File: src/adc_uart_pkg.sv
// ADC to UART shared definitions
`default_nettype none

package adc_uart_pkg;

	// host write bus fields.
	typedef logic [7:0]  addr_t;
	typedef logic [15:0] wrdata_t;

	// one parallel ADC result.
	typedef logic [7:0] adc_data_t;

	// baud code from 9600 up to 115200.
	typedef logic [2:0] baud_sel_t;

	// sampler registers.
	localparam addr_t ADDR_SMP_PERIOD = 8'd0;
	localparam addr_t ADDR_SMP_EN     = 8'd1;

	// transmit controller registers.
	localparam addr_t ADDR_TX_EN = 8'd4;
	localparam addr_t ADDR_BAUD  = 8'd5;

	// clock cycles per bit for a baud code, rounded down.
	function automatic logic [15:0] baud_divisor(input int unsigned clk_freq_hz,
		input baud_sel_t sel);
		int unsigned rate;
		case (sel)
			3'd1:    rate = 19200;
			3'd2:    rate = 38400;
			3'd3:    rate = 57600;
			3'd4:    rate = 115200;
			// codes 0 and 5 to 7 run at 9600.
			default: rate = 9600;
		endcase
		return 16'(clk_freq_hz / rate);
	endfunction

endpackage

`default_nettype wire

File: src/uart_tx_if.sv
// UART transmit link
`timescale 1ns/1ps
`default_nettype none

interface uart_tx_if;
	import adc_uart_pkg::*;

	// one-cycle send request.
	logic      byte_en;
	// byte and baud code, valid with byte_en.
	adc_data_t data_byte;
	baud_sel_t baud_set;
	// one-cycle pulse in the last stop bit cycle.
	logic      tx_done;

	// controller side.
	modport ctrl (output byte_en, output data_byte, output baud_set, input tx_done);

	// serial transmitter side.
	modport phy (input byte_en, input data_byte, input baud_set, output tx_done);

endinterface

`default_nettype wire

File: src/adc_sampler.sv
// Periodic ADC sampler
`timescale 1ns/1ps
`default_nettype none

module adc_sampler (
	input  logic                    Clk,
	input  logic                    Rst_n,
	input  logic                    wr,
	input  adc_uart_pkg::addr_t     addr,
	input  adc_uart_pkg::wrdata_t   wrdata,
	output logic                    adc_conv,
	input  logic                    adc_busy,
	input  adc_uart_pkg::adc_data_t adc_data,
	output logic                    adc_flag,
	output adc_uart_pkg::adc_data_t adc_result
);
	import adc_uart_pkg::*;

	typedef enum logic [1:0] {ST_IDLE, ST_CONV, ST_CAPT} state_t;

	// host registers.
	logic [15:0] smp_period;
	logic        smp_en;
	// period counter and conversion sequencing.
	logic [15:0] cnt;
	logic        due;
	state_t      state;
	logic [1:0]  hold;

	// a sample is due on the last cycle of the period.
	assign due = smp_en && (cnt == smp_period - 16'd1);

	always_ff @(posedge Clk or negedge Rst_n) begin
		if (!Rst_n) begin
			smp_period <= 16'd0;
			smp_en     <= 1'b0;
		end else if (wr && (addr == ADDR_SMP_PERIOD)) begin
			smp_period <= wrdata;
		end else if (wr && (addr == ADDR_SMP_EN)) begin
			smp_en <= wrdata[0];
		end
	end

	// restarts on an enable write and after each due cycle.
	always_ff @(posedge Clk or negedge Rst_n) begin
		if (!Rst_n)
			cnt <= 16'd0;
		else if ((wr && (addr == ADDR_SMP_EN)) || !smp_en || due)
			cnt <= 16'd0;
		else
			cnt <= cnt + 16'd1;
	end

	// due cycles outside idle are skipped.
	always_ff @(posedge Clk or negedge Rst_n) begin
		if (!Rst_n) begin
			state    <= ST_IDLE;
			hold     <= 2'd0;
			adc_conv <= 1'b0;
			adc_flag <= 1'b0;
		end else begin
			adc_conv <= 1'b0;
			adc_flag <= 1'b0;
			case (state)
				ST_IDLE: if (due) begin
					adc_conv <= 1'b1;
					hold     <= 2'd2;
					state    <= ST_CONV;
				end
				// busy is ignored for two cycles after the start pulse.
				ST_CONV: if (hold != 2'd0)
					hold <= hold - 2'd1;
				else if (!adc_busy)
					state <= ST_CAPT;
				ST_CAPT: begin
					adc_flag <= 1'b1;
					state    <= ST_IDLE;
				end
				default: state <= ST_IDLE;
			endcase
		end
	end

	// result register.
	always_ff @(posedge Clk) begin
		if (state == ST_CAPT)
			adc_result <= adc_data;
	end

	// no second start pulse before the previous result is flagged.
	a_no_conv_overlap: assert property (@(posedge Clk) disable iff (!Rst_n)
		adc_conv |=> !adc_conv throughout adc_flag[->1]);

endmodule

`default_nettype wire

File: src/uart_tx_ctrl.sv
// UART transmit controller
`timescale 1ns/1ps
`default_nettype none

module uart_tx_ctrl (
	input  logic                    Clk,
	input  logic                    Rst_n,
	input  logic                    wr,
	input  adc_uart_pkg::addr_t     addr,
	input  adc_uart_pkg::wrdata_t   wrdata,
	input  logic                    adc_flag,
	input  adc_uart_pkg::adc_data_t adc_result,
	uart_tx_if.ctrl                 tx
);
	import adc_uart_pkg::*;

	// host registers.
	logic      tx_en;
	baud_sel_t baud_reg;
	// set by byte_en, cleared by tx_done.
	logic      busy;
	logic      send;

	// results arriving while busy are dropped.
	assign send = adc_flag && tx_en && !busy && !tx.byte_en;

	always_ff @(posedge Clk or negedge Rst_n) begin
		if (!Rst_n) begin
			tx_en    <= 1'b0;
			baud_reg <= 3'd0;
		end else if (wr && (addr == ADDR_TX_EN)) begin
			tx_en <= wrdata[0];
		end else if (wr && (addr == ADDR_BAUD)) begin
			baud_reg <= wrdata[2:0];
		end
	end

	// baud is frozen per frame here.
	always_ff @(posedge Clk or negedge Rst_n) begin
		if (!Rst_n) begin
			tx.byte_en  <= 1'b0;
			tx.baud_set <= 3'd0;
		end else begin
			tx.byte_en <= send;
			if (send)
				tx.baud_set <= baud_reg;
		end
	end

	always_ff @(posedge Clk) begin
		if (send)
			tx.data_byte <= adc_result;
	end

	always_ff @(posedge Clk or negedge Rst_n) begin
		if (!Rst_n)
			busy <= 1'b0;
		else if (tx.byte_en)
			busy <= 1'b1;
		else if (tx.tx_done)
			busy <= 1'b0;
	end

	a_byte_en_pulse: assert property (@(posedge Clk) disable iff (!Rst_n)
		tx.byte_en |=> !tx.byte_en);

	// no request between a send and the transmitter's done pulse.
	a_no_send_busy: assert property (@(posedge Clk) disable iff (!Rst_n)
		busy |-> !tx.byte_en);

endmodule

`default_nettype wire

File: src/uart_byte_tx.sv
// UART byte transmitter
`timescale 1ns/1ps
`default_nettype none

module uart_byte_tx #(
	parameter int unsigned CLK_FREQ_HZ = 10_000_000
) (
	input  logic   Clk,
	input  logic   Rst_n,
	uart_tx_if.phy tx,
	output logic   txd
);
	import adc_uart_pkg::*;

	// frame sequencing.
	logic        active;
	logic [3:0]  bit_cnt;
	logic [15:0] div_cnt;
	logic        bit_end;
	logic        start;
	// latched per frame.
	logic [15:0] divisor;
	logic [9:0]  frame;

	// new frames only from idle.
	assign start = tx.byte_en && !active;

	// last cycle of the current bit.
	assign bit_end = (div_cnt == divisor - 16'd1);

	// done in the final cycle of the stop bit.
	assign tx.tx_done = active && bit_end && (bit_cnt == 4'd9);

	// bit and divide counters.
	always_ff @(posedge Clk or negedge Rst_n) begin
		if (!Rst_n) begin
			active  <= 1'b0;
			bit_cnt <= 4'd0;
			div_cnt <= 16'd0;
		end else if (start) begin
			active  <= 1'b1;
			bit_cnt <= 4'd0;
			div_cnt <= 16'd0;
		end else if (active) begin
			if (bit_end) begin
				div_cnt <= 16'd0;
				if (bit_cnt == 4'd9)
					active <= 1'b0;
				else
					bit_cnt <= bit_cnt + 4'd1;
			end else begin
				div_cnt <= div_cnt + 16'd1;
			end
		end
	end

	// stop, data lsb first, start.
	always_ff @(posedge Clk) begin
		if (start) begin
			frame   <= {1'b1, tx.data_byte, 1'b0};
			divisor <= baud_divisor(CLK_FREQ_HZ, tx.baud_set);
		end else if (active && bit_end) begin
			frame <= {1'b1, frame[9:1]};
		end
	end

	// serial line, idles high.
	always_ff @(posedge Clk or negedge Rst_n) begin
		if (!Rst_n) begin
			txd <= 1'b1;
		end else if (start) begin
			// start bit.
			txd <= 1'b0;
		end else if (active && bit_end) begin
			// next bit sits one above the current one.
			if (bit_cnt == 4'd9)
				txd <= 1'b1;
			else
				txd <= frame[1];
		end
	end

	// line stays marking between frames.
	a_idle_high: assert property (@(posedge Clk) disable iff (!Rst_n)
		!active |-> txd);

endmodule

`default_nettype wire

File: src/adc_uart_top.sv
// ADC to UART top level
`timescale 1ns/1ps
`default_nettype none

module adc_uart_top #(
	parameter int unsigned CLK_FREQ_HZ = 10_000_000
) (
	input  logic                    Clk,
	input  logic                    Rst_n,
	// host write bus.
	input  logic                    wr,
	input  adc_uart_pkg::addr_t     addr,
	input  adc_uart_pkg::wrdata_t   wrdata,
	// parallel ADC pins.
	output logic                    adc_conv,
	input  logic                    adc_busy,
	input  adc_uart_pkg::adc_data_t adc_data,
	// serial output.
	output logic                    txd
);
	import adc_uart_pkg::*;

	// sampler to controller.
	logic      adc_flag;
	adc_data_t adc_result;

	// controller to transmitter link.
	uart_tx_if tx_bus ();

	adc_sampler u_sampler (
		.Clk        (Clk),
		.Rst_n      (Rst_n),
		.wr         (wr),
		.addr       (addr),
		.wrdata     (wrdata),
		.adc_conv   (adc_conv),
		.adc_busy   (adc_busy),
		.adc_data   (adc_data),
		.adc_flag   (adc_flag),
		.adc_result (adc_result)
	);

	// one cycle from adc_flag to byte_en.
	uart_tx_ctrl u_ctrl (
		.Clk        (Clk),
		.Rst_n      (Rst_n),
		.wr         (wr),
		.addr       (addr),
		.wrdata     (wrdata),
		.adc_flag   (adc_flag),
		.adc_result (adc_result),
		.tx         (tx_bus.ctrl)
	);

	// start bit one cycle after byte_en.
	uart_byte_tx #(
		.CLK_FREQ_HZ (CLK_FREQ_HZ)
	) u_byte_tx (
		.Clk   (Clk),
		.Rst_n (Rst_n),
		.tx    (tx_bus.phy),
		.txd   (txd)
	);

endmodule

`default_nettype wire

File: config.mk
export PLATFORM = sky130hd
export DESIGN_NAME = adc_uart_top
export DESIGN_NICKNAME = d
export VERILOG_FILES = /design/src/adc_uart_pkg.sv /design/src/uart_tx_if.sv /design/src/adc_sampler.sv /design/src/uart_tx_ctrl.sv /design/src/uart_byte_tx.sv /design/src/adc_uart_top.sv
export SDC_FILE = /design/constraint.sdc
export NUM_CORES = 1
export LEC_CHECK = 0
export BUFFER_PORTS_ARGS = -buffer_cell sky130_fd_sc_hd__buf_2
export CORE_UTILIZATION = 30
export CTS_CLUSTER_SIZE = 20
export DETAILED_ROUTE_END_ITERATION = 10
export PLACE_DENSITY = 0.43
export SLEW_MARGIN = 20
export SYNTH_ARGS = -nofsm -noshare
export SYNTH_HDL_FRONTEND = slang
export SYNTH_SLANG_ARGS = --single-unit
File: constraint.sdc
create_clock -name Clk -period 127.8 [get_ports Clk]
set_clock_uncertainty 0.15 [all_clocks]
set_input_delay 19.17 -clock Clk [delete_from_list [all_inputs] [get_ports Clk]]
set_output_delay 19.17 -clock Clk [all_outputs]
set_load 0.05 [all_outputs]
==> results of run 1 <==
cells in the final DEF, fill, tap and decap left out, types with 22 or more instances in the layout:
master                     count
sky130_fd_sc_hd__o21a_1       35
sky130_fd_sc_hd__edfxtp_1     40
sky130_fd_sc_hd__nand3_1      66
sky130_fd_sc_hd__o31ai_1      27
sky130_fd_sc_hd__nand2b_1     35
sky130_fd_sc_hd__nor2_1      200
sky130_fd_sc_hd__xnor2_1     100
sky130_fd_sc_hd__ha_1        152
sky130_fd_sc_hd__nor3_1       65
sky130_fd_sc_hd__and3_1       30
sky130_fd_sc_hd__a21oi_1     162
sky130_fd_sc_hd__dfrtp_1      69
sky130_fd_sc_hd__nand2_1     147
sky130_fd_sc_hd__or3_1        26
sky130_fd_sc_hd__a21o_1       45
sky130_fd_sc_hd__buf_4        23
sky130_fd_sc_hd__nand4_1      22
sky130_fd_sc_hd__buf_2        36
sky130_fd_sc_hd__nor2b_1      39
sky130_fd_sc_hd__o211ai_1     22
sky130_fd_sc_hd__mux2_2       42
sky130_fd_sc_hd__inv_1        61
sky130_fd_sc_hd__xor2_1       55
sky130_fd_sc_hd__o21ai_0     125
sky130_fd_sc_hd__a31oi_1      24
metal layers:
metal	part of all wire, %	track usage (%)	up-vias	wire length (microns)
met2	45	30.43	341	22120
met3	3.7	1.153	49	1804
met4	1.2	3.539	0	590
met1	50	26.30	7167	24650
met5	0	0	-	0
li1	-	-	7570	-
cell type report:
type | instances | area [sq um] | share of cell area (%)
multi-input combinational | 1765 | 12180 | 72.06
sequential | 110 | 2954 | 17.48
tap | 680 | 850.8 | 5.035
timing repair buffer | 59 | 352.8 | 2.088
inverter | 74 | 277.8 | 1.644
clock buffer | 10 | 229.0 | 1.355
clock inverter | 6 | 56.30 | 0.3332
worst max-delay path: cells and delay by family (launching register included):
kind	cells	cell delay, ns
compound gates	102	22.55
xor+xnor	3	0.62
fa+ha+maj	24	7.03
buf+inv	12	2.35
flops	1	0.60
mux	7	2.57
simple gates	63	15.65
through the flow:
| step | worst slack (ns) | util, % |
|---|---|---|
| after global placement | 77.46 | 32.31 |
| after detailed placement | 76.54 | 32.32 |
| after global routing | 71.57 | 32.87 |
| after floorplan | 81.72 | - |
| final | 75.98 | 32.87 |
| after CTS | 76.39 | 32.87 |
cells in the mapped netlist, drive strengths merged, types with 45 or more instances:
cell type  number  area (sq um)
inv            72         270.3
nor3           70         375.4
nor2          205         784.5
ha            152          1902
nand2         149         569.3
a21o           45         337.8
a21oi         162         810.8
dfrtp          69          1727
xor2           56         498.0
nand3          69         367.9
o21ai         132         668.1
xnor2         100         875.8
final timing paths:
| check | end | slack, ns | depth (start not counted) |
|---|---|---|---|
| max | u_byte_tx.divisor[0] | 75.98 | 211 |
| max reg2reg | u_byte_tx.divisor[0] | 75.98 | 211 |
| min in group asynchronous | u_sampler.cnt[9] | 18.79 | 1 |
| min reg2reg | u_ctrl.tx.data_byte[3] | 0.27 | 0 |
| max in group asynchronous | u_byte_tx.bit_cnt[2] | 108.11 | 1 |
| min | u_ctrl.tx.data_byte[3] | 0.27 | 0 |
cell families (layout without fill, tap and decap cells):
logic type | count (synthesis) | count (layout) | share of synthesized area (%)
and+or+nand+nor | 753 | 753 | 24.66
AOI/OAI and AO/OA | 634 | 634 | 27.52
xor gates and xnor gates | 156 | 156 | 8.794
adders and majority gates | 152 | 152 | 12.17
buffers and inverters | 137 | 149 | 3.444
DFF | 110 | 110 | 18.91
muxes | 64 | 64 | 4.477
other | 1 | 6 | 0.02400
==> flow_summary.rst, run 1 <==
.. list-table::
   :header-rows: 1

   * - Metric
     - Value
   * - Slew at the pin closest to its max-slew limit
     - roughly 1.1 ns
   * - Antenna violations before repair
     - 0
   * - Result of the run
     - finished clean
   * - Initial standard-cell utilization of the core
     - a little under a third
   * - Area of the core
     - between 50000 and 60000 sq um
   * - First-pass GRT wire length
     - a little under 80000 microns
   * - Design area
     - between 15000 and 20000 sq um
   * - Vias in the first global route
     - around 14000
   * - Signal arrival time at the worst endpoint
     - around 52 ns
   * - Number of placement rows
     - 83
   * - PortBufs
     - 37
   * - Fraction of layout cells with a size suffix above 1
     - under 10%
   * - Final routed wire length divided by cell count
     - around 18 microns
   * - FF+latch count, synth
     - 110
   * - Nature of the critical path endpoint
     - register
   * - CTS tree
     - done
   * - Total of max-cap violations
     - 0
   * - Average instance area after synthesis
     - 7.784 sq um
   * - Total standard cell area after synthesis
     - approximately 16000 sq um
   * - Post-Route Setup TNS
     - 0 ns
   * - Startpoint of the tightest hold check path
     - u_sampler.adc_result[3]
   * - Crit Reg-Reg Startpoint
     - u_ctrl.tx.baud_set[1]
   * - Total clock sinks
     - between 100 and 150
   * - Flip-flop cell with the highest count after synthesis
     - sky130_fd_sc_hd__dfrtp_1
   * - RSZ-0062 raised after global routing
     - no
   * - Total clock buffers created by CTS
     - 9
   * - HPWL after detailed placement
     - between 30000 and 40000 microns
   * - Max Fanout on Critical Path
     - 21
   * - Die height
     - about 230 microns
   * - # hold bufs at CTS
     - 0
   * - Most frequent cell on the critical path
     - sky130_fd_sc_hd__ha_1
   * - Root buffer cell
     - sky130_fd_sc_hd__clkbuf_16
   * - Final routed DRC violation total
     - 0
   * - Maximum number of buffers from clock root to sink
     - 2
   * - Part of the Yosys area used for sequential elements
     - a little under a fifth
   * - Area after DPL
     - around 17000 sq um
   * - Gate Count Post-Synth
     - roughly 2000
   * - Non-filler instance count after layout
     - 2704
   * - Count of endpoints failing hold in the final timing report
     - 0
   * - Postcts setup bufs
     - 0
   * - Detail Route Antenna Nets
     - 0
   * - Number of levels the H-tree was split into
     - 3
   * - Origin of the worst setup path
     - u_ctrl.tx.baud_set[1]
   * - Cell Count Post-Placement
     - 2688
   * - Final estimated routing congestion in global placement
     - ~0.91
   * - Number of antenna diodes
     - 0
   * - Highest clock frequency the design can meet
     - 0.01930 GHz
   * - Die area
     - ~53000 sq um
   * - Worst-Skew Late Latency
     - between 0.3 and 0.4 ns
   * - Post-route fraction of the period consumed by the critical path
     - approximately two fifths
   * - Total length of routed wires
     - around 49000 microns
   * - Tot GR Track Use
     - 18.43%
   * - Detailed Routing Iterations Pass 1
     - 5
   * - Worst min-delay path class
     - register to register
   * - Via count
     - 15130
   * - Maximum number of pins on one net before global-route repair
     - a little over 70
   * - Cell type of the slowest stage on the worst timing path
     - sky130_fd_sc_hd__a21oi_1
   * - Synth-to-Final Area Change
     - 8.169%
   * - Number of pins with negative max-slew slack in the final report
     - 0
   * - Number of nets in the layout
     - 2207
   * - Data required time at the worst endpoint
     - between 100 and 150 ns
   * - Io pins
     - 38
   * - Die extent in x
     - roughly 230 microns
   * - Aggregate global routing overflow
     - 0
   * - Starting DRT DRC Count
     - 990
   * - Classification of the worst setup path
     - register to register
   * - Final-layout worst hold slack
     - between 0.2 and 0.3 ns
   * - Highest cell delay on the worst timing path
     - slightly above 0.8 ns
   * - Vias per cell
     - between 5 and 6
   * - Number of flops mapped to enable cells by yosys
     - 40
   * - Number of synthesis warnings
     - 0
   * - Count of distinct cell types in the synthesized netlist
     - 113
   * - Final worst path period need
     - 51.82 ns
   * - Clock transition at the registers of the reported paths
     - around 0.08 ns
   * - Number of filler instances in the final layout
     - about 5500
   * - Number of gates given a new drive strength after cts
     - 0
   * - Setup violation total in the final timing report
     - 0
   * - Startpoint type of the worst setup path
     - register
   * - Slew Limit Headroom
     - 28.80%
   * - Share of synthesized flip-flops with an asynchronous set or reset
     - between 60% and 70%
Power of run 1 is not shown: default switching activity piles up to over one toggle a cycle in this logic, so the estimate is an artifact.
==> run 2, diff against run 1 <==
--- a/config.mk
+++ b/config.mk
@@ -9,7 +9,7 @@
 export CORE_UTILIZATION = 30
 export CTS_CLUSTER_SIZE = 20
 export DETAILED_ROUTE_END_ITERATION = 10
-export PLACE_DENSITY = 0.43
+export PLACE_DENSITY = 0.45
 export SLEW_MARGIN = 20
 export SYNTH_ARGS = -nofsm -noshare
 export SYNTH_HDL_FRONTEND = slang
==> constraint.sdc (replaced) <==
create_clock -name Clk -period 42.6 [get_ports Clk]
set_clock_uncertainty 0.15 [all_clocks]
set_input_delay 6.39 -clock Clk [delete_from_list [all_inputs] [get_ports Clk]]
set_output_delay 6.39 -clock Clk [all_outputs]
set_load 0.05 [all_outputs]
==> flow_summary.rst, run 2 (synthesized netlist as in run 1, its figures left out) <==
.. list-table::
   :header-rows: 1

   * - Metric
     - Value
   * - Result of the run
     - finished clean (unchanged)
   * - Startpoint of the tightest hold check path
     - u_sampler.adc_result[5] (was u_sampler.adc_result[3])
   * - Critical register-to-register path endpoint
     - u_byte_tx.divisor[0] (unchanged)
   * - Destination of the worst hold path
     - u_ctrl.tx.data_byte[5] (was u_ctrl.tx.data_byte[3])
   * - Most Used Layer, Global Route
     - met2 (unchanged)
   * - Total length of routed wires
     - 51980 microns (was 49160 microns)
   * - Total clock buffers created by CTS
     - 9 (unchanged)
   * - Vias per cell
     - 5.505 (was 5.594)
   * - Root buffer cell
     - sky130_fd_sc_hd__clkbuf_16 (unchanged)
   * - Slew at the pin closest to its max-slew limit
     - 1.107 ns (was 1.068 ns)
   * - Detail Route Antenna Nets
     - 0 (unchanged)
   * - PortBufs
     - 37 (unchanged)
   * - Die height
     - 230.2 microns (unchanged)
   * - Final worst path period need
     - 40.06 ns (was 51.82 ns)
   * - Most frequent cells in the layout
     - 193 x sky130_fd_sc_hd__nor2_1, 168 x sky130_fd_sc_hd__buf_4, 147 x sky130_fd_sc_hd__a21oi_1, 146 x sky130_fd_sc_hd__ha_1, 140 x sky130_fd_sc_hd__nand2_1 (was 200 x sky130_fd_sc_hd__nor2_1, 162 x sky130_fd_sc_hd__a21oi_1, 152 x sky130_fd_sc_hd__ha_1, 147 x sky130_fd_sc_hd__nand2_1, 125 x sky130_fd_sc_hd__o21ai_0)
   * - Number of filler instances in the final layout
     - 5298 (was 5459)
   * - CTS tree
     - done (unchanged)
   * - Post-route fraction of the period consumed by the critical path
     - 94.03% (was 40.55%)
   * - Setup Slack @ Placement
     - -0.7740 ns (was 76.54 ns)
   * - Number of nets in the layout
     - 2362 (was 2207)
   * - Routing usage on met1
     - 26.98% (was 26.30%)
   * - Total clock sinks
     - 110 (unchanged)
   * - Synth-to-Final Area Change
     - 19.57% (was 8.169%)
   * - Total of max-cap violations
     - 0 (unchanged)
   * - Worst min-delay path class
     - register to register (unchanged)
   * - Antenna violations before repair
     - 0 (unchanged)
   * - # hold bufs at CTS
     - 0 (unchanged)
   * - Global routing met2 resource utilization
     - 31.43% (was 30.43%)
   * - Area of the core
     - 51410 sq um (unchanged)
   * - Final worst slack
     - 2.544 ns (was 75.98 ns)
   * - Final estimated routing congestion in global placement
     - 0.9081 (was 0.9120)
   * - Final routed DRC violation total
     - 0 (unchanged)
   * - Classification of the worst setup path
     - register to register (unchanged)
   * - HPWL after detailed placement
     - 39530 microns (was 38030 microns)
   * - Nature of the critical path endpoint
     - register (unchanged)
   * - Worst-case register-to-register setup slack
     - 2.54 ns (was 75.98 ns)
   * - Cell type of the slowest stage on the worst timing path
     - sky130_fd_sc_hd__or4_4 (was sky130_fd_sc_hd__a21oi_1)
   * - Aggregate global routing overflow
     - 0 (unchanged)
   * - Highest cell delay on the worst timing path
     - 0.55 ns (was 0.82 ns)
   * - Die extent in x
     - 230.2 microns (unchanged)
   * - Highest clock frequency the design can meet
     - 0.02497 GHz (was 0.01930 GHz)
   * - Crit Reg-Reg Startpoint
     - u_ctrl.tx.baud_set[1] (unchanged)
   * - FF-to-FF path depth
     - 216 (was 211)
   * - Met3 usage in global routing
     - 1.848% (was 1.153%)
   * - Detailed Routing Iterations Pass 1
     - 5 (unchanged)
   * - Number of levels the H-tree was split into
     - 3 (unchanged)
   * - Initial standard-cell utilization of the core
     - 30.39% (unchanged)
   * - Setup violation total in the final timing report
     - 0 (unchanged)
   * - Most frequent standard cell in the layout excluding fill and tap cells
     - sky130_fd_sc_hd__nor2_1 (unchanged)
   * - Tot GR Track Use
     - 19.13% (was 18.43%)
   * - Via count
     - 15740 (was 15130)
   * - Final routed wire length divided by cell count
     - 18.18 microns (about the same)
   * - Number of placement rows
     - 83 (unchanged)
   * - Signal arrival time at the worst endpoint
     - 40.03 ns (was 51.79 ns)
   * - First-pass GRT wire length
     - 82230 microns (was 79310 microns)
   * - Maximum number of pins on one net before global-route repair
     - 71 (unchanged)
   * - Starting DRT DRC Count
     - 959 (was 990)
   * - Count of endpoints failing hold in the final timing report
     - 0 (unchanged)
   * - Vias in the first global route
     - 15010 (was 14410)
   * - Number of antenna diodes
     - 0 (unchanged)
   * - Fraction of layout cells with a size suffix above 1
     - 20.19% (was 9.931%)
   * - Number of pins with negative max-slew slack in the final report
     - 0 (unchanged)
   * - Maximum number of buffers from clock root to sink
     - 2 (unchanged)
   * - Data required time at the worst endpoint
     - 42.58 ns (was 127.76 ns)
   * - Hold-critical path depth
     - 0 (unchanged)
   * - Die area
     - 52990 sq um (unchanged)
   * - Io pins
     - 38 (unchanged)
   * - Startpoint type of the worst setup path
     - register (unchanged)
   * - Worst-Skew Late Latency
     - 0.37 ns (was 0.36 ns)
   * - Clock transition at the registers of the reported paths
     - 0.09 ns (was 0.08 ns)
   * - Slew Limit Headroom
     - 25.53% (was 28.80%)
   * - Max Fanout on Critical Path
     - 17 (was 21)
run 2: changes by cell type in the layout (fill, tap and decap cells not counted), sizes merged:
cell	delta
buf	+154
clkbuf	-1
clkinvlp	+1
nand2	+1
run 2: area by class of cell:
| type | count | area, sq um | share of cell area [%] |
|---|---|---|---|
| well taps | 680 | 850.8 | 4.555 |
| inverters | 74 | 295.3 | 1.581 |
| repair buffers | 213 | 1560 | 8.353 |
| clock inverters | 7 | 91.34 | 0.4890 |
| clock buffers | 9 | 225.2 | 1.206 |
| flip-flops and latches | 110 | 2957 | 15.83 |
| multi-input cells | 1766 | 12700 | 67.99 |
run 2: worst max-delay path, delay by kind of cell, from the launching register on:
kind	cells	cell delay [ns]
buffers and inverters	16	1.86
adder cells (fa/ha/maj)	23	6.15
flip-flops	1	0.46
AND/OR/NAND/NOR	70	11.21
XOR/XNOR	2	0.23
AO/OA/AOI/OAI	98	17.52
multiplexers	7	2.22
run 2: how the worst max path moves through the flow:
| stage | startpoint | to | cells after the start |
|---|---|---|---|
| CTS | u_ctrl.tx.baud_set[2] | u_byte_tx.divisor[0] | 213 |
| detailed placement | u_ctrl.tx.baud_set[1] | u_byte_tx.divisor[0] | 212 |
| floorplan | u_ctrl.tx.baud_set[1] | u_byte_tx.divisor[0] | 236 |
| global placement | u_ctrl.tx.baud_set[1] | u_byte_tx.divisor[0] | 214 |
| finish | u_ctrl.tx.baud_set[1] | u_byte_tx.divisor[0] | 216 |
| global route | u_ctrl.tx.baud_set[1] | u_byte_tx.divisor[0] | 217 |
run 2: timing repair:
item,CTS,global route
gates resized for setup,9,102
setup buffers,3,48
endpoints found under the hold margin,0,0
cloned,0,1
pin swaps,2,41
setup endpoints to repair,1,2
run 2: stage by stage:
step	std cells	hold WS [ns]	util, %	area [sq um]	setup TNS, ns
floorplan	2012	0.2503	-	15810	0
global placement	2791	0.2528	34.10	17530	-0.1296
detailed placement	2791	0.2554	34.10	17530	-0.7740
CTS	2810	0.2763	34.83	17900	0
global route	2859	0.2871	36.34	18680	-0.2718
finish	2859	0.2741	36.34	18680	0
run 2: metal layers:
layer	routed length [microns]	share of wire [%]
met1	25930	50
met2	23460	45
met3	1792	3.4
met4	801	1.5
met5	0	0
Power of run 2 is left out for the same reason.
==> run 3, diff against run 2 <==
--- a/config.mk
+++ b/config.mk
@@ -6,10 +6,12 @@
 export NUM_CORES = 1
 export LEC_CHECK = 0
 export BUFFER_PORTS_ARGS = -buffer_cell sky130_fd_sc_hd__buf_2
-export CORE_UTILIZATION = 30
+export CAP_MARGIN = 20
+export CORE_UTILIZATION = 28
 export CTS_CLUSTER_SIZE = 20
 export DETAILED_ROUTE_END_ITERATION = 10
-export PLACE_DENSITY = 0.45
+export PLACE_DENSITY = 0.42
+export SKIP_LAST_GASP = 1
 export SLEW_MARGIN = 20
 export SYNTH_ARGS = -nofsm -noshare
 export SYNTH_HDL_FRONTEND = slang
==> flow_summary.rst, run 3 (synthesized netlist as in run 1, its figures left out) <==
.. list-table::
   :header-rows: 1

   * - Metric
     - Value
   * - Data required time at the worst endpoint
     - 42.57 ns (was 42.58 ns)
   * - Number of levels the H-tree was split into
     - 3 (unchanged)
   * - Nature of the critical path endpoint
     - register (unchanged)
   * - FF-to-FF path depth
     - 212 (was 216)
   * - Die extent in x
     - 238.2 microns (was 230.2 microns)
   * - Number of pins with negative max-slew slack in the final report
     - 0 (unchanged)
   * - Initial standard-cell utilization of the core
     - 28.36% (was 30.39%)
   * - Post-route fraction of the period consumed by the critical path
     - 94.28% (was 94.03%)
   * - Max Fanout on Critical Path
     - 17 (unchanged)
   * - Vias per cell
     - 5.390 (was 5.505)
   * - Final routed wire length divided by cell count
     - 18.37 microns (was 18.18 microns)
   * - Total clock buffers created by CTS
     - 9 (unchanged)
   * - Origin of the worst setup path
     - u_ctrl.tx.baud_set[2] (was u_ctrl.tx.baud_set[1])
   * - First-pass GRT wire length
     - 83810 microns (was 82230 microns)
   * - Slew at the pin closest to its max-slew limit
     - 0.9639 ns (was 1.107 ns)
   * - Total of max-cap violations
     - 0 (unchanged)
   * - Startpoint type of the worst setup path
     - register (unchanged)
   * - Setup violation total in the final timing report
     - 0 (unchanged)
   * - CTS tree
     - done (unchanged)
   * - Result of the run
     - finished clean (unchanged)
   * - Die area
     - 56740 sq um (was 52990 sq um)
   * - Worst-Skew Late Latency
     - 0.36 ns (was 0.37 ns)
   * - Last element of the critical path
     - u_byte_tx.divisor[0] (unchanged)
   * - HPWL after detailed placement
     - 41050 microns (was 39530 microns)
   * - Tot GR Track Use
     - 18.47% (was 19.13%)
   * - Final worst path period need
     - 40.16 ns (was 40.06 ns)
   * - Highest cell delay on the worst timing path
     - 0.55 ns (about the same)
   * - Detailed Routing Iterations Pass 1
     - 5 (unchanged)
   * - Via count
     - 15760 (was 15740)
   * - Most frequent cell on the critical path
     - sky130_fd_sc_hd__ha_1
   * - Most frequent cells in the layout
     - 191 x sky130_fd_sc_hd__nor2_1, 167 x sky130_fd_sc_hd__buf_4, 147 x sky130_fd_sc_hd__a21oi_1, 147 x sky130_fd_sc_hd__ha_1, 141 x sky130_fd_sc_hd__nand2_1 (was 193 x sky130_fd_sc_hd__nor2_1, 168 x sky130_fd_sc_hd__buf_4, 147 x sky130_fd_sc_hd__a21oi_1, 146 x sky130_fd_sc_hd__ha_1, 140 x sky130_fd_sc_hd__nand2_1)
   * - Number of placement rows
     - 86 (was 83)
   * - Number of gates on the worst path with buffers counted
     - 212 (was 216)
   * - Starting DRT DRC Count
     - 1065 (was 959)
   * - Worst min-delay path class
     - register to register (unchanged)
   * - Setup Slack @ Placement
     - -0.5982 ns (was -0.7740 ns)
   * - Vias in the first global route
     - 14900 (was 15010)
   * - PortBufs
     - 37 (unchanged)
   * - Die height
     - 238.2 microns (was 230.2 microns)
   * - Core Util, Final
     - 33.90% (was 36.34%)
   * - Highest clock frequency the design can meet
     - 0.02490 GHz (was 0.02497 GHz)
   * - Maximum number of buffers from clock root to sink
     - 2 (unchanged)
   * - Number of filler instances in the final layout
     - 5875 (was 5298)
   * - Detail Route Antenna Nets
     - 0 (unchanged)
   * - Sequential cell area in the final layout
     - 2957 sq um (unchanged)
   * - Total length of routed wires
     - 53730 microns (was 51980 microns)
   * - Antenna violations before repair
     - 0 (unchanged)
   * - Signal arrival time at the worst endpoint
     - 40.13 ns (was 40.03 ns)
   * - Classification of the worst setup path
     - register to register (unchanged)
   * - Final routed DRC violation total
     - 0 (unchanged)
   * - Cell class contributing the biggest share of worst-path delay
     - compound AO/OA/AOI/OAI gates (unchanged)
   * - Non-filler instance count after layout
     - 2924 (was 2859)
   * - Crit Reg-Reg Startpoint
     - u_ctrl.tx.baud_set[2] (was u_ctrl.tx.baud_set[1])
   * - Crit path buf inv count
     - 18 (was 16)
   * - Maximum number of pins on one net before global-route repair
     - 71 (unchanged)
   * - Area of combinational cells with multiple inputs
     - 12660 sq um (was 12700 sq um)
   * - Aggregate global routing overflow
     - 0 (unchanged)
   * - Clock transition at the registers of the reported paths
     - 0.08 ns (was 0.09 ns)
   * - Most frequent standard cell in the layout excluding fill and tap cells
     - sky130_fd_sc_hd__nor2_1 (unchanged)
   * - Cell type of the slowest stage on the worst timing path
     - sky130_fd_sc_hd__or4_4 (unchanged)
   * - Number of antenna diodes
     - 0 (unchanged)
   * - Synth-to-Final Area Change
     - 19.57% (unchanged)
   * - Final estimated routing congestion in global placement
     - 0.9012 (was 0.9081)
   * - Total clock sinks
     - 110 (unchanged)
   * - Worst-case register-to-register setup slack
     - 2.44 ns (was 2.54 ns)
   * - Area of the core
     - 55090 sq um (was 51410 sq um)
   * - Cell Count Post-Placement
     - 2852 (was 2791)
   * - Root buffer cell
     - sky130_fd_sc_hd__clkbuf_16 (unchanged)
   * - Count of endpoints failing hold in the final timing report
     - 0 (unchanged)
   * - Fraction of layout cells with a size suffix above 1
     - 19.99% (was 20.19%)
   * - Critical register-to-register path endpoint
     - u_byte_tx.divisor[0] (unchanged)
   * - Number of nets in the layout
     - 2359 (was 2362)
   * - Final worst slack
     - 2.436 ns (was 2.544 ns)
   * - Slew Limit Headroom
     - 35.74% (was 25.53%)
   * - Io pins
     - 38 (unchanged)
## run 3: final cells by class
cell class / instances / area share, %
Sequential cell: 110 / 15.83
Clock inverter: 6 / 0.4287
Timing Repair Buffer: 210 / 8.098
Tap cell: 748 / 5.010
Clock buffer: 10 / 1.226
Multi-Input combinational cell: 1766 / 67.80
Inverter: 74 / 1.608
## run 3: repair_timing
| item | in CTS | in global routing |
|---|---|---|
| cloned | 0 | 1 |
| setup buffers | 2 | 53 |
| resized for setup | 4 | 102 |
| pin swaps | 2 | 53 |
| setup endpoints to repair | 1 | 2 |
| hold buffers | 0 | 0 |
## run 3: stage by stage
stage | instance area (sq um) | setup TNS (ns) | hold slack (ns)
6_report | 18680 | 0 | 0.2725
2_1_floorplan | 15810 | 0 | 0.2503
4_1_cts | 17890 | 0 | 0.2746
3_5_place_dp | 17550 | -0.5982 | 0.2545
5_1_grt | 18680 | -0.2125 | 0.2768
3_3_place_gp | 17540 | 0 | 0.2529
## run 3: layer usage
metal  track usage [%]  vias up  part of all wire, %
li1                  -     7856                    -
met1             26.30     7582                   50
met2             30.59      270                   46
met3             1.342       51                  3.1
met4             3.361        0                  1.4
met5                 0        -                    0
## run 3: how the worst min path moves through the flow
stage / from / slack, ns / to / cells after the start
CTS: u_sampler.adc_result[0] / 0.27 / u_ctrl.tx.data_byte[0] / 0
global placement: u_sampler.adc_result[5] / 0.25 / u_ctrl.tx.data_byte[5] / 0
finish: u_sampler.adc_result[4] / 0.27 / u_ctrl.tx.data_byte[4] / 0
floorplan: u_sampler.adc_result[0] / 0.25 / u_ctrl.tx.data_byte[0] / 0
detailed placement: u_sampler.adc_result[0] / 0.25 / u_ctrl.tx.data_byte[0] / 0
global route: u_sampler.adc_result[0] / 0.28 / u_ctrl.tx.data_byte[0] / 0
Power of run 3 is left out for the same reason.
